## config.mk

```make
export PLATFORM = sky130hd
export DESIGN_NAME = minesweeper_top
export DESIGN_NICKNAME = d
export VERILOG_FILES = /design/src/hw/mine_pkg.sv /design/src/hw/game_config.sv /design/src/hw/game_control.sv /design/src/hw/board_walker.sv /design/src/hw/mine_field.sv /design/src/hw/tile_store.sv /design/src/hw/game_timer.sv /design/src/hw/minesweeper_top.sv
export SDC_FILE = /design/constraint.sdc
export NUM_CORES = 2
export LEC_CHECK = 0
export BUFFER_PORTS_ARGS = -buffer_cell sky130_fd_sc_hd__buf_2
export CELL_PAD_IN_SITES_DETAIL_PLACEMENT = 1
export CELL_PAD_IN_SITES_GLOBAL_PLACEMENT = 1
export CORE_MARGIN = 5
export CORE_UTILIZATION = 45
export CTS_BUF_LIST = sky130_fd_sc_hd__clkbuf_4
export CTS_CLUSTER_SIZE = 24
export DETAILED_ROUTE_END_ITERATION = 7
export GPL_TIMING_DRIVEN = 0
export PLACE_DENSITY = 0.81
export SETUP_SLACK_MARGIN = 0.5
export SYNTH_ARGS = -nofsm -noshare
export SYNTH_HDL_FRONTEND = slang
export SYNTH_SLANG_ARGS = --single-unit
```

## constraint.sdc

```tcl
create_clock -name clock -period 16.84 [get_ports clock]
set_input_delay 3.368 -clock clock [delete_from_list [all_inputs] [get_ports clock]]
set_output_delay 3.368 -clock clock [all_outputs]
set_load 0.02 [all_outputs]
```

## src/hw/mine_pkg.sv

```systemverilog
package mine_pkg;

	localparam int MAX_BOARD_X = 20;               // Widest board
	localparam int MAX_BOARD_Y = 13;               // Tallest board
	localparam int X_BITS      = 5;
	localparam int Y_BITS      = 4;
	localparam int ADDR_BITS   = X_BITS + Y_BITS;  // Cell address is {x, y}
	localparam int CLEAR_LAST  = 319;              // Top address of both RAMs
	localparam int COUNT_BITS  = 9;                // Cell and mine counts
	localparam int CLOCK_HZ    = 50000000;         // Cycles per second by default
	localparam int TIMER_BITS  = 12;
	localparam int LFSR_TAP_HI = 8;                // x^9 + x^5 + 1
	localparam int LFSR_TAP_LO = 4;

	typedef enum logic [2:0] {
		CMD_UP,
		CMD_DOWN,
		CMD_LEFT,
		CMD_RIGHT,
		CMD_REVEAL,
		CMD_FLAG,
		CMD_NEW_GAME
	} cmd_t;

	typedef enum logic [1:0] {
		ST_SETUP,
		ST_PLAY,
		ST_WON,
		ST_LOST
	} status_t;

	// Codes 1 to 8 hold the neighbour mine count of a revealed cell
	typedef enum logic [3:0] {
		TILE_HIDDEN = 4'd0,
		TILE_1      = 4'd1,
		TILE_2      = 4'd2,
		TILE_3      = 4'd3,
		TILE_4      = 4'd4,
		TILE_5      = 4'd5,
		TILE_6      = 4'd6,
		TILE_7      = 4'd7,
		TILE_8      = 4'd8,
		TILE_EMPTY  = 4'd9,
		TILE_FLAG   = 4'd10
	} tile_t;

	typedef enum logic [2:0] {
		WALK_IDLE,
		WALK_UP,
		WALK_DOWN,
		WALK_LEFT,
		WALK_RIGHT,
		WALK_CLEAR,
		WALK_NB_STEP,
		WALK_NB_RESTART
	} walk_op_t;

	typedef enum logic [3:0] {
		S_IDLE,
		S_CLEAR,
		S_SETTLE,
		S_REVEAL,
		S_FLAG,
		S_PLACE,
		S_COUNT,
		S_WRITE
	} state_t;

endpackage

```

## src/hw/game_config.sv

```systemverilog
`timescale 1ns/1ps

module game_config
	import mine_pkg::*;
(
	input  logic                  clock,
	input  logic                  resetn,
	input  logic                  cfg_write,
	input  logic [X_BITS-1:0]     cfg_board_x,
	input  logic [Y_BITS-1:0]     cfg_board_y,
	input  logic [COUNT_BITS-1:0] cfg_mines,
	input  logic [ADDR_BITS-1:0]  cfg_seed,
	input  logic                  busy,
	output logic                  cfg_accept,
	output logic [X_BITS-1:0]     board_x,
	output logic [Y_BITS-1:0]     board_y,
	output logic [COUNT_BITS-1:0] mine_count,
	output logic [ADDR_BITS-1:0]  seed
);

	logic [COUNT_BITS-1:0] cfg_cells;  // Requested width times height
	logic                  size_ok;
	logic                  mines_ok;

	assign cfg_cells = COUNT_BITS'(cfg_board_x) * COUNT_BITS'(cfg_board_y);
	assign size_ok   = (cfg_board_x != '0) && (cfg_board_x <= X_BITS'(MAX_BOARD_X))
		&& (cfg_board_y != '0) && (cfg_board_y <= Y_BITS'(MAX_BOARD_Y));
	assign mines_ok  = cfg_mines < (cfg_cells - 1'b1);  // Leaves room for the first reveal

	// Zero seed would lock the LFSR
	assign cfg_accept = cfg_write && !busy && size_ok && mines_ok && (cfg_seed != '0);

	always_ff @(posedge clock)
	begin
		if (!resetn)
		begin
			board_x    <= '0;
			board_y    <= '0;
			mine_count <= '0;
			seed       <= '0;
		end
		else if (cfg_accept)
		begin
			board_x    <= cfg_board_x;
			board_y    <= cfg_board_y;
			mine_count <= cfg_mines;
			seed       <= cfg_seed;
		end
	end

endmodule

```

## src/hw/game_control.sv

```systemverilog
`timescale 1ns/1ps

module game_control
	import mine_pkg::*;
(
	input  logic       clock,
	input  logic       resetn,
	input  logic       cmd_valid,
	input  cmd_t       cmd_op,
	input  logic       cfg_accept,
	input  logic       place_done,
	input  logic       count_done,
	input  logic       clear_done,
	input  logic       cursor_is_mine,
	input  logic       all_safe_revealed,
	input  logic [3:0] neighbour_mines,
	input  tile_t      cursor_tile,
	output walk_op_t   walker_op,
	output logic       place_start,
	output logic       count_start,
	output logic       clear,
	output logic       tile_write,
	output tile_t      tile_code,
	output logic       timer_run,
	output status_t    status,
	output logic       busy
);

	state_t state;
	state_t state_next;
	logic   first_done;  // Mines are placed once per game
	logic   lose;

	assign busy      = state != S_IDLE;
	assign timer_run = first_done && (status == ST_PLAY);

	always_comb
	begin
		state_next  = state;
		walker_op   = WALK_IDLE;
		place_start = 1'b0;
		count_start = 1'b0;
		clear       = 1'b0;
		tile_write  = 1'b0;
		tile_code   = TILE_HIDDEN;
		lose        = 1'b0;
		case (state)
			S_IDLE:
			begin
				if (cfg_accept)
					state_next = S_CLEAR;  // New configuration wins over commands
				else if (cmd_valid && status == ST_PLAY)
				begin
					case (cmd_op)
						CMD_UP:       walker_op = WALK_UP;
						CMD_DOWN:     walker_op = WALK_DOWN;
						CMD_LEFT:     walker_op = WALK_LEFT;
						CMD_RIGHT:    walker_op = WALK_RIGHT;
						CMD_REVEAL:   state_next = S_REVEAL;
						CMD_FLAG:     state_next = S_FLAG;
						CMD_NEW_GAME: state_next = S_CLEAR;
						default:      state_next = S_IDLE;
					endcase
				end
				else if (cmd_valid && status != ST_SETUP && cmd_op == CMD_NEW_GAME)
					state_next = S_CLEAR;  // Only way out of won or lost
			end
			S_CLEAR:
			begin
				walker_op = WALK_CLEAR;
				clear     = 1'b1;
				if (clear_done)
					state_next = S_SETTLE;
			end
			S_SETTLE: state_next = S_IDLE;  // Tile read catches up with the cursor
			S_REVEAL:
			begin
				if (cursor_tile != TILE_HIDDEN)
					state_next = S_IDLE;  // Flagged or already open
				else if (!first_done)
				begin
					place_start = 1'b1;
					state_next  = S_PLACE;
				end
				else if (cursor_is_mine)
				begin
					lose       = 1'b1;
					state_next = S_IDLE;
				end
				else
				begin
					count_start = 1'b1;
					walker_op   = WALK_NB_RESTART;
					state_next  = S_COUNT;
				end
			end
			S_PLACE:
			begin
				if (place_done)
				begin
					count_start = 1'b1;  // First cell is never a mine
					walker_op   = WALK_NB_RESTART;
					state_next  = S_COUNT;
				end
			end
			S_COUNT:
			begin
				walker_op = WALK_NB_STEP;  // One neighbour per cycle
				if (count_done)
					state_next = S_WRITE;
			end
			S_WRITE:
			begin
				tile_write = 1'b1;
				tile_code  = (neighbour_mines == 4'd0) ? TILE_EMPTY : tile_t'(neighbour_mines);
				state_next = S_SETTLE;
			end
			S_FLAG:
			begin
				state_next = S_IDLE;
				if (first_done && cursor_tile == TILE_HIDDEN)
				begin
					tile_write = 1'b1;
					tile_code  = TILE_FLAG;
					state_next = S_SETTLE;
				end
				else if (first_done && cursor_tile == TILE_FLAG)
				begin
					tile_write = 1'b1;
					tile_code  = TILE_HIDDEN;
					state_next = S_SETTLE;
				end
			end
			default: state_next = S_IDLE;
		endcase
	end

	always_ff @(posedge clock)
	begin
		if (!resetn)
		begin
			state      <= S_IDLE;
			status     <= ST_SETUP;
			first_done <= 1'b0;
		end
		else
		begin
			state <= state_next;
			if (clear)
				first_done <= 1'b0;
			else if (place_start)
				first_done <= 1'b1;  // Timer starts here
			if (clear && clear_done)
				status <= ST_PLAY;
			else if (lose)
				status <= ST_LOST;
			else if (state == S_SETTLE && status == ST_PLAY && all_safe_revealed)
				status <= ST_WON;
		end
	end

endmodule

```

## src/hw/board_walker.sv

```systemverilog
`timescale 1ns/1ps

module board_walker
	import mine_pkg::*;
(
	input  logic                 clock,
	input  logic                 resetn,
	input  walk_op_t             walker_op,
	input  logic [X_BITS-1:0]    board_x,
	input  logic [Y_BITS-1:0]    board_y,
	output logic [ADDR_BITS-1:0] cell_addr,
	output logic [X_BITS-1:0]    cursor_x,
	output logic [Y_BITS-1:0]    cursor_y,
	output logic                 neighbour_valid,
	output logic                 clear_done
);

	logic [ADDR_BITS-1:0] clear_addr;
	logic [2:0]           nb_idx;     // Which of the eight neighbours
	logic [3:0]           nb_offset;  // {dx, dy}, each biased by one
	logic [X_BITS-1:0]    nb_x;
	logic [Y_BITS-1:0]    nb_y;

	always_ff @(posedge clock)
	begin
		if (!resetn)
		begin
			cursor_x <= '0;
			cursor_y <= '0;
		end
		else
		begin
			case (walker_op)
				WALK_UP:    cursor_y <= (cursor_y == '0) ? board_y - 1'b1 : cursor_y - 1'b1;
				WALK_DOWN:  cursor_y <= (cursor_y >= board_y - 1'b1) ? '0 : cursor_y + 1'b1;
				WALK_LEFT:  cursor_x <= (cursor_x == '0) ? board_x - 1'b1 : cursor_x - 1'b1;
				WALK_RIGHT: cursor_x <= (cursor_x >= board_x - 1'b1) ? '0 : cursor_x + 1'b1;
				WALK_CLEAR:
				begin
					cursor_x <= '0;  // New game starts at the corner
					cursor_y <= '0;
				end
				default: ;
			endcase
		end
	end

	always_ff @(posedge clock)
	begin
		if (!resetn)
			clear_addr <= '0;
		else if (walker_op == WALK_CLEAR)
			clear_addr <= clear_done ? '0 : clear_addr + 1'b1;  // Walks 0 to 319
	end

	assign clear_done = clear_addr == ADDR_BITS'(CLEAR_LAST);

	always_ff @(posedge clock)
	begin
		if (!resetn)
			nb_idx <= '0;
		else if (walker_op == WALK_NB_RESTART)
			nb_idx <= '0;
		else if (walker_op == WALK_NB_STEP)
			nb_idx <= nb_idx + 1'b1;
	end

	always_comb
	begin
		case (nb_idx)
			3'd0:    nb_offset = 4'b0000;  // Up left
			3'd1:    nb_offset = 4'b0001;
			3'd2:    nb_offset = 4'b0010;
			3'd3:    nb_offset = 4'b0100;  // Same column
			3'd4:    nb_offset = 4'b0110;
			3'd5:    nb_offset = 4'b1000;
			3'd6:    nb_offset = 4'b1001;
			default: nb_offset = 4'b1010;  // Down right
		endcase
	end

	// Minus one at the left or top edge wraps high and fails the range check
	assign nb_x            = cursor_x + X_BITS'(nb_offset[3:2]) - 1'b1;
	assign nb_y            = cursor_y + Y_BITS'(nb_offset[1:0]) - 1'b1;
	assign neighbour_valid = (nb_x < board_x) && (nb_y < board_y);

	always_comb
	begin
		case (walker_op)
			WALK_CLEAR:   cell_addr = clear_addr;
			WALK_NB_STEP: cell_addr = {nb_x, nb_y};
			default:      cell_addr = {cursor_x, cursor_y};
		endcase
	end

endmodule

```

## src/hw/mine_field.sv

```systemverilog
`timescale 1ns/1ps

module mine_field
	import mine_pkg::*;
(
	input  logic                  clock,
	input  logic                  resetn,
	input  logic                  clear,
	input  logic [ADDR_BITS-1:0]  cell_addr,
	input  logic                  neighbour_valid,
	input  logic                  place_start,
	input  logic                  count_start,
	input  logic [X_BITS-1:0]     board_x,
	input  logic [Y_BITS-1:0]     board_y,
	input  logic [COUNT_BITS-1:0] mine_count,
	input  logic [ADDR_BITS-1:0]  seed,
	output logic                  place_done,
	output logic                  count_done,
	output logic [3:0]            neighbour_mines,
	output logic                  cursor_is_mine
);

	logic                  mine_ram [0:CLEAR_LAST];  // One bit per cell
	logic [ADDR_BITS-1:0]  lfsr;
	logic [ADDR_BITS-1:0]  lfsr_next;                // Candidate cell
	logic [COUNT_BITS-1:0] placed;
	logic                  placing;
	logic                  place_step;
	logic                  cand_ok;
	logic                  counting;
	logic [2:0]            count_idx;

	assign lfsr_next  = {lfsr[ADDR_BITS-2:0], lfsr[LFSR_TAP_HI] ^ lfsr[LFSR_TAP_LO]};
	assign place_step = placing && (placed != mine_count);

	// Off board, already a mine, or the first revealed cell
	assign cand_ok = (lfsr_next[ADDR_BITS-1:Y_BITS] < board_x)
		&& (lfsr_next[Y_BITS-1:0] < board_y)
		&& !mine_ram[lfsr_next]
		&& (lfsr_next != cell_addr);

	assign cursor_is_mine = mine_ram[cell_addr];

	always_ff @(posedge clock)
	begin
		if (clear)
			mine_ram[cell_addr] <= 1'b0;  // Address comes from the clear walk
		else if (place_step && cand_ok)
			mine_ram[lfsr_next] <= 1'b1;
	end

	always_ff @(posedge clock)
	begin
		if (clear)
			lfsr <= seed;  // Same seed gives the same board
		else if (place_step)
			lfsr <= lfsr_next;
	end

	always_ff @(posedge clock)
	begin
		if (!resetn)
		begin
			placing    <= 1'b0;
			placed     <= '0;
			place_done <= 1'b0;
		end
		else
		begin
			place_done <= 1'b0;
			if (place_start)
			begin
				placing <= 1'b1;
				placed  <= '0;
			end
			else if (placing && placed == mine_count)
			begin
				placing    <= 1'b0;
				place_done <= 1'b1;
			end
			else if (place_step && cand_ok)
				placed <= placed + 1'b1;
		end
	end

	always_ff @(posedge clock)
	begin
		if (!resetn)
		begin
			counting        <= 1'b0;
			count_idx       <= '0;
			count_done      <= 1'b0;
			neighbour_mines <= '0;
		end
		else
		begin
			count_done <= 1'b0;
			if (count_start)
			begin
				counting        <= 1'b1;
				count_idx       <= '0;
				neighbour_mines <= '0;
			end
			else if (counting)
			begin
				if (neighbour_valid && mine_ram[cell_addr])
					neighbour_mines <= neighbour_mines + 1'b1;
				count_idx <= count_idx + 1'b1;
				if (count_idx == 3'd7)
				begin
					counting   <= 1'b0;  // Eight neighbours seen
					count_done <= 1'b1;
				end
			end
		end
	end

endmodule

```

## src/hw/tile_store.sv

```systemverilog
`timescale 1ns/1ps

module tile_store
	import mine_pkg::*;
(
	input  logic                  clock,
	input  logic                  resetn,
	input  logic                  clear,
	input  logic                  tile_write,
	input  tile_t                 tile_code,
	input  logic [ADDR_BITS-1:0]  cell_addr,
	input  logic [X_BITS-1:0]     board_x,
	input  logic [Y_BITS-1:0]     board_y,
	input  logic [COUNT_BITS-1:0] mine_count,
	output tile_t                 cursor_tile,
	output logic                  all_safe_revealed
);

	tile_t                 tile_ram [0:CLEAR_LAST];
	logic [COUNT_BITS-1:0] revealed;    // Opened safe cells
	logic [COUNT_BITS-1:0] safe_cells;
	logic                  opens_cell;

	// Registered read, one cycle behind the address
	always_ff @(posedge clock)
	begin
		if (clear)
			tile_ram[cell_addr] <= TILE_HIDDEN;
		else if (tile_write)
			tile_ram[cell_addr] <= tile_code;
		cursor_tile <= tile_ram[cell_addr];
	end

	// Flag writes leave the count alone
	assign opens_cell = tile_write && (tile_code != TILE_HIDDEN) && (tile_code != TILE_FLAG);

	always_ff @(posedge clock)
	begin
		if (!resetn || clear)
			revealed <= '0;
		else if (opens_cell)
			revealed <= revealed + 1'b1;
	end

	assign safe_cells        = COUNT_BITS'(board_x) * COUNT_BITS'(board_y) - mine_count;
	assign all_safe_revealed = revealed == safe_cells;

endmodule

```

## src/hw/game_timer.sv

```systemverilog
`timescale 1ns/1ps

module game_timer
	import mine_pkg::*;
#(
	parameter int tick_cycles = CLOCK_HZ
)
(
	input  logic                  clock,
	input  logic                  resetn,
	input  logic                  run,
	input  logic                  clear,
	output logic [TIMER_BITS-1:0] timer
);

	localparam int DIV_BITS = $clog2(tick_cycles + 1);

	logic [DIV_BITS-1:0] div_cnt;  // Cycles into the current second
	logic                tick;

	assign tick = div_cnt == DIV_BITS'(tick_cycles - 1);

	always_ff @(posedge clock)
	begin
		if (!resetn || clear)
		begin
			div_cnt <= '0;
			timer   <= '0;
		end
		else if (run)
		begin
			if (tick)
			begin
				div_cnt <= '0;
				timer   <= timer + 1'b1;  // Wraps after 4095 s
			end
			else
				div_cnt <= div_cnt + 1'b1;
		end
	end

endmodule

```

## src/hw/minesweeper_top.sv

```systemverilog
`timescale 1ns/1ps

module minesweeper_top
	import mine_pkg::*;
#(
	parameter int tick_cycles = CLOCK_HZ
)
(
	input  logic                  clock,
	input  logic                  resetn,
	input  logic                  cfg_write,
	input  logic [X_BITS-1:0]     cfg_board_x,
	input  logic [Y_BITS-1:0]     cfg_board_y,
	input  logic [COUNT_BITS-1:0] cfg_mines,
	input  logic [ADDR_BITS-1:0]  cfg_seed,
	input  logic                  cmd_valid,
	input  cmd_t                  cmd_op,
	output status_t               status,
	output logic                  busy,
	output logic [X_BITS-1:0]     cursor_x,
	output logic [Y_BITS-1:0]     cursor_y,
	output tile_t                 cursor_tile,
	output logic [TIMER_BITS-1:0] timer
);

	logic                  cfg_accept;
	logic [X_BITS-1:0]     board_x;
	logic [Y_BITS-1:0]     board_y;
	logic [COUNT_BITS-1:0] mine_count;
	logic [ADDR_BITS-1:0]  seed;
	walk_op_t              walker_op;
	logic [ADDR_BITS-1:0]  cell_addr;     // Cursor, neighbour or clear address
	logic                  neighbour_valid;
	logic                  clear_done;
	logic                  place_start;
	logic                  place_done;
	logic                  count_start;
	logic                  count_done;
	logic [3:0]            neighbour_mines;
	logic                  cursor_is_mine;
	logic                  clear;         // New game in progress
	logic                  tile_write;
	tile_t                 tile_code;
	logic                  all_safe_revealed;
	logic                  timer_run;

	game_config game_config_i (
		.clock(clock), .resetn(resetn), .cfg_write(cfg_write),
		.cfg_board_x(cfg_board_x), .cfg_board_y(cfg_board_y),
		.cfg_mines(cfg_mines), .cfg_seed(cfg_seed), .busy(busy),
		.cfg_accept(cfg_accept), .board_x(board_x), .board_y(board_y),
		.mine_count(mine_count), .seed(seed)
	);

	game_control game_control_i (
		.clock(clock), .resetn(resetn), .cmd_valid(cmd_valid), .cmd_op(cmd_op),
		.cfg_accept(cfg_accept), .place_done(place_done), .count_done(count_done),
		.clear_done(clear_done), .cursor_is_mine(cursor_is_mine),
		.all_safe_revealed(all_safe_revealed), .neighbour_mines(neighbour_mines),
		.cursor_tile(cursor_tile), .walker_op(walker_op), .place_start(place_start),
		.count_start(count_start), .clear(clear), .tile_write(tile_write),
		.tile_code(tile_code), .timer_run(timer_run), .status(status), .busy(busy)
	);

	board_walker board_walker_i (
		.clock(clock), .resetn(resetn), .walker_op(walker_op),
		.board_x(board_x), .board_y(board_y), .cell_addr(cell_addr),
		.cursor_x(cursor_x), .cursor_y(cursor_y),
		.neighbour_valid(neighbour_valid), .clear_done(clear_done)
	);

	mine_field mine_field_i (
		.clock(clock), .resetn(resetn), .clear(clear), .cell_addr(cell_addr),
		.neighbour_valid(neighbour_valid), .place_start(place_start),
		.count_start(count_start), .board_x(board_x), .board_y(board_y),
		.mine_count(mine_count), .seed(seed), .place_done(place_done),
		.count_done(count_done), .neighbour_mines(neighbour_mines),
		.cursor_is_mine(cursor_is_mine)
	);

	tile_store tile_store_i (
		.clock(clock), .resetn(resetn), .clear(clear), .tile_write(tile_write),
		.tile_code(tile_code), .cell_addr(cell_addr), .board_x(board_x),
		.board_y(board_y), .mine_count(mine_count), .cursor_tile(cursor_tile),
		.all_safe_revealed(all_safe_revealed)
	);

	game_timer #(
		.tick_cycles(tick_cycles)
	) game_timer_i (
		.clock(clock), .resetn(resetn), .run(timer_run), .clear(clear), .timer(timer)
	);

endmodule

```

# Yosys cells after proc, flatten, opt, wreduce, memory -nomap -nowiden
# Memories as Yosys holds them, arrays and structs flattened. A register that Yosys moved wholly into a read port is not among the register bits.
# Index checks and enable logic that the tools add are counted.
# totals
ramBits	1600
output_inout_bits	28
latchBits	0
input_bits	34
elab_cells	238
n_memories	2
ff_bits	131
mem_bits_ro	0
# classes
eq_ne	41
n_shift	0
addsub	20
bitwise	5
n_div	0
magnitude_cmp	9
reduce_logical	62
multipliers	2
mux	74
# mem_list
memory	words	width	read_ports	rd_ports_with_merged_regs	write_ports	line_no	text
tile_store_i.tile_ram	320	4	1	1	1	tile_store.sv:19	tile_t tile_ram [0:CLEAR_LAST];
mine_field_i.mine_ram	320	1	2	0	1	mine_field.sv:23	logic mine_ram [0:CLEAR_LAST];
# op_table
operator	n
two-way mux 4 bit	14
one-hot mux 4 bit (7 select lines)	2
two-way mux 9 bit	4
== test 3 bit (second input constant)	11
two-way mux 1 bit	32
adder 9 x 1 -> 9 bit (second input constant)	3
adder 26 x 1 -> 26 bit (second input constant)	1
== test 26 bit (second input constant)	1
logical AND 1 bit	26
two-way mux 26 bit	1
two-way mux 3 bit	7
== test 3 x 2 -> 1 bit (second input constant)	6
== test 9 bit	2
multiplier 5 x 4 -> 9 bit	2
inequality test 9 bit	2
one-hot mux 9 bit (2 select lines)	1
== test 4 x 3 -> 1 bit (second input constant)	4
logical NOT 4 bit	4
one-hot mux 4 bit (4 select lines)	1
nonzero test 4 bit	4
one-hot mux 3 bit (5 select lines)	1
one-hot mux 5 bit (3 select lines)	1
subtractor 5 x 1 -> 5 bit (second input constant)	3
adder 12 x 1 -> 12 bit (second input constant)	1
47 further kinds	79

# Longest topological paths before layout
# logic_depth
ltp_mapped	26
ltp_nobuf	23

# By module
# A second synthesis with hierarchy kept.
# unflattened
hier_cells	5184
area_unflattened_um2	77595.7
# by_module_without_submodules
module	area_per_inst_um2	n_inst	cells_each	seq_area_each_um2
tile_store	51819.7	1	2687	38697.1
mine_field	18816.8	1	1641	10279.9
board_walker	2334.7	1	297	420.4
game_config	2029.4	1	236	540.5
game_timer	1939.4	1	230	760.7
game_control	655.6	1	93	120.1

# Worst setup path before layout
# OpenSTA, ideal clock, no wires.
# synth_path
kind	register -> register
from	reg game_control_i.state[2]
to	mem tile_store_i.tile_ram[0][1] (netlist name) (data pin)
arrival_ns	13.848
setup_time_ns	2.743
setup_slack_ns	0.249
path_stages_with_launch	4
cell_sequence	dfxtp_1 clkbuf_1 nand3_1 o31ai_1
# synth_via
elab_chain_cells	6
elab_cells_between_ends	10
# synth_rtl
item	line_no	text
start: declaration	game_control.sv:29	state_t state;
start signal: assignment	game_control.sv:148	state <= state_next;
== test 4 x 3 -> 1 bit	game_control.sv:47	case (state)
one-hot mux 1 bit (2 select lines)	game_control.sv:47	
two-way mux 1 bit	tile_store.sv:29	else if (tile_write)
two-way mux 1 bit	tile_store.sv:27	if (clear)
two-way mux 1 bit (not written as such)	tile_store.sv:30	tile_ram[cell_addr] <= tile_code;
two-way mux 4 bit (no source line) *	-	
end: declaration	tile_store.sv:19	
# Mark *: on every way between the ends. The rest lies on a longest branch, timed or not.

==> summary.md <==
| Metric | Value |
|---|---|
| Outcome | `complete, but fails checks` |
| Failing checks | `capacitance limit, slew limit` |
| Total CTS buffers | `438` |
| Largest delay contributor family on the critical path | `buffers and inverters` |
| Resized Gates After CTS | `0` |
| Largest net degree at the start of global routing | `56` |
| Initial antenna violation count | `10` |
| Hold_buf cts | `0` |
| Most used cell, CP | `clkbuf_1` |
| First-pass GRT wire length | `365.1 mm` |
| Critical Path End Type | `flip-flop` |
| Post-synthesis async set-or-reset flop share | `0%` |
| Total of max-cap violations | `14` |
| Full die area | `178600 um2` |
| Placed Cells | `7079` |
| DR WL/cell | `32.39 um` |
| Post-DP Area | `80690 um2` |
| Clk_skew | `162.9 ps` |
| Initial core utilization | `45.27%` |
| NumNets Final | `5454` |
| Total clock sinks | `1734` |
| Count of cell types in the netlist | `74` |
| CP peak stage delay | `1040 ps` |
| Critical path startpoint category | `flip-flop` |
| Latest clock arrival within the worst-skew pair | `1490 ps` |
| EDFF count, synth | `1609` |
| First-pass DRT Iterations | `6` |
| R2R Path Start | `game_control_i.state[0]` |
| Avg Cell Area, Syn | `16.11 um2` |
| Hold Path Class | `flip-flop to flip-flop` |
| Max Clk Rate | `95.79 MHz` |
| Post-DRT Antenna Nets | `0` |
| CTS tree | `done` |
| Largest area contributor in the netlist | `edfxtp_1` |
| Slowest cell on crit path | `clkbuf_1` |
| Vias per inst | `6.375` |
| Syn nets | `4908` |
| Post-layout util | `50.81%` |
| # rows | `151` |
| Final Non-Filler Cells | `7848` |
| Post-route minimum period | `10440 ps` |
| Tcrit/Tclk final | `61.99%` |
| Crit-path cells | `clkbuf_1 -> nand2b_1 -> nor2_1 -> clkbuf_1 -> buf_1 -> a22oi_1 -> nand2_1 -> buf_2 -> buf_2 -> buf_2 -> clkbuf_1 -> clkbuf_1 -> clkbuf_1 -> clkbuf_1 -> nand2_1 -> nor2_1 -> nand3_1 -> clkbuf_1 -> nor2_1` |
| Die Width | `422.7 um` |
| Max Root-Sink Buffers | `4` |
| Slew HR | `-9.015%` |
| Detailed Route WL | `254.2 mm` |
| Setup Viol. Count Final | `0` |
| Via count | `50030` |
| Post-synth top flop | `edfxtp_1` |
| Crit-path max FO | `10` |
| Hold path startpoint | `mine_field_i.placing` |
| Tot GR Track Use | `28.19%` |
| Post-route cell area | `86010 um2` |
| Layout cells sized above 1 | `25.77%` |
| Lkg Pwr | `23.94 nW` |
| Detailed Place HPWL | `168.1 mm` |
| Worst Max-Slew Pin Slew | `1635 ps` |
| Top-count cell post-synth | `edfxtp_1` |
| Synth Register Bits | `1734` |
| Netlist Area Pre-Place | `76630 um2` |
| Core Area | `169300 um2` |
| I/O pins | `62` |
| Fin. Hold Viols | `0` |
| Hold Worst Slack | `488.4 ps` |
| Worst Path Buf+Inv | `11` |
| H-Tree Depth | `5` |
| Setup TNS | `0 ps` |
| Ranking of synthesized cells by area | `edfxtp_1, mux4_2, nor2_1` |
| PwrDens | `139.4 nW/um2` |
| Vias in the first global route | `51950` |
| Peak supply drop | `74.30 uV` |
| WS Path Type | `flip-flop to flip-flop` |
| WP data arrival | `11540 ps` |
| Synth top cells by count | `edfxtp_1, nor2_1, mux4_2` |
| Setup Buffers After CTS | `0` |
| Gate count of the mapped netlist | `4757` |
| RSZ-0062 raised after global routing | `false` |
| DR DRC count | `0` |
| Root buf cell | `clkbuf_4` |
| Die Height | `422.7 um` |
| CP Data Required Time | `17950 ps` |
| Register area share after synthesis | `66.32%` |
| CP startpoint | `game_control_i.state[0]` |
| Gp weighted congestion | `0.9510` |
| PortBufs | `58` |
| Iter 0 DRT Violations | `7591` |
| Final global-route overflow total | `0` |
| Area delta synth->final | `12.24%` |
| Synth warn | `16` |
| Clock-pin transition on the worst setup and hold timing paths | `70 ps` |
| Fillers | `16420` |
| Fin. max-slew vios | `118` |
| Top cell type's share of synthesized area | `63.05%` |
[power by group]
| group | internal [W] | switching, W |
|---|---|---|
| Combinational | 0.00121 | 0.00254 |
| Clock | 0.00172 | 0.00177 |
| Sequential | 0.00469 | 0.0000697 |
[worst register-to-register path, delay by kind of cell, from the launching register on]
kind | cells | cell delay (ps)
compound gates | 1 | 140
flops | 1 | 300
simple gates | 7 | 2920
buf+inv | 11 | 6820
[metal layers]
| metal | vias up | share of wire (%) | track usage, % |
|---|---|---|---|
| met5 | - | 0.070 | 0.6452 |
| met4 | 16 | 6.3 | 15.80 |
| met3 | 951 | 13 | 8.781 |
| met2 | 3899 | 46 | 43.49 |
| met1 | 25470 | 35 | 35.52 |
| li1 | 19690 | - | - |
[layout by cell type (no fill, tap or decap), types with 30 or more instances in the layout]
cell type / netlist / final
ha_1: 96 / 96
edfxtp_1: 1609 / 1609
clkbuf_4: 0 / 614
o21ai_0: 42 / 41
nor3_1: 33 / 33
nor2b_1: 95 / 95
mux2i_1: 131 / 131
a21oi_1: 96 / 96
nor4_1: 31 / 30
xnor2_1: 73 / 73
nand2_1: 306 / 306
dfxtp_1: 125 / 125
clkbuf_1: 186 / 180
clkinv_1: 2 / 113
nand3_1: 57 / 57
mux4_2: 522 / 522
xor2_1: 46 / 46
buf_2: 102 / 162
nor2_1: 726 / 720
inv_1: 77 / 77
o22ai_1: 38 / 38
[kinds of logic (layout without fill, tap and decap cells)]
logic type	Yosys count	after routing	share of synthesized area (%)
XOR/XNOR	120	120	1.396
AO/OA/AOI/OAI	333	333	2.849
multiplexers	663	663	17.20
adder cells (fa/ha/maj)	117	117	2.116
other	0	12	0
buffers and inverters	409	1270	2.263
AND/OR/NAND/NOR	1381	1381	7.859
flip-flops	1734	1734	66.32
[flip-flops by register name (all words and copies together), names as in the netlist, 9 cells and up]
| register | cells |
|---|---|
| tile_store_i.tile_ram | 1280 |
| mine_field_i.mine_ram | 320 |
| game_timer_i.div_cnt | 26 |
| game_timer_i.timer | 12 |
| board_walker_i.clear_addr | 9 |
| game_config_i.mine_count | 9 |
| game_config_i.seed | 9 |
| mine_field_i.lfsr | 9 |
| mine_field_i.placed | 9 |
| tile_store_i.revealed | 9 |
[path summary, 6_finish.rpt]
path         slack [ps]  cells after the start                            to
max                6400                     19  tile_store_i.tile_ram[79][2]
min                 490                      1       mine_field_i.place_done
max reg2reg        6400                     19  tile_store_i.tile_ram[79][2]
min reg2reg         490                      1       mine_field_i.place_done
[through the flow]
stage,total power [W],setup slack [ps]
2_1_floorplan,0.006968,836.7
3_3_place_gp,0.008361,-11800
3_5_place_dp,0.008457,6774
4_1_cts,0.01189,6733
5_1_grt,0.01236,6375
6_report,0.01199,6401
[final cells by class]
class,count,area (um2),area share (%)
clock buffers,614,4609,5.359
diodes,12,30.03,0.03491
repair buffers,106,1247,1.450
plain buffers,330,1451,1.687
inverters,79,296.5,0.3448
multi-input cells,2614,24140,28.07
clock inverters,141,636.9,0.7405
well taps,2218,2775,3.227
flip-flops and latches,1734,50820,59.09
No activity file was read; power rests on OpenSTA's default activity.
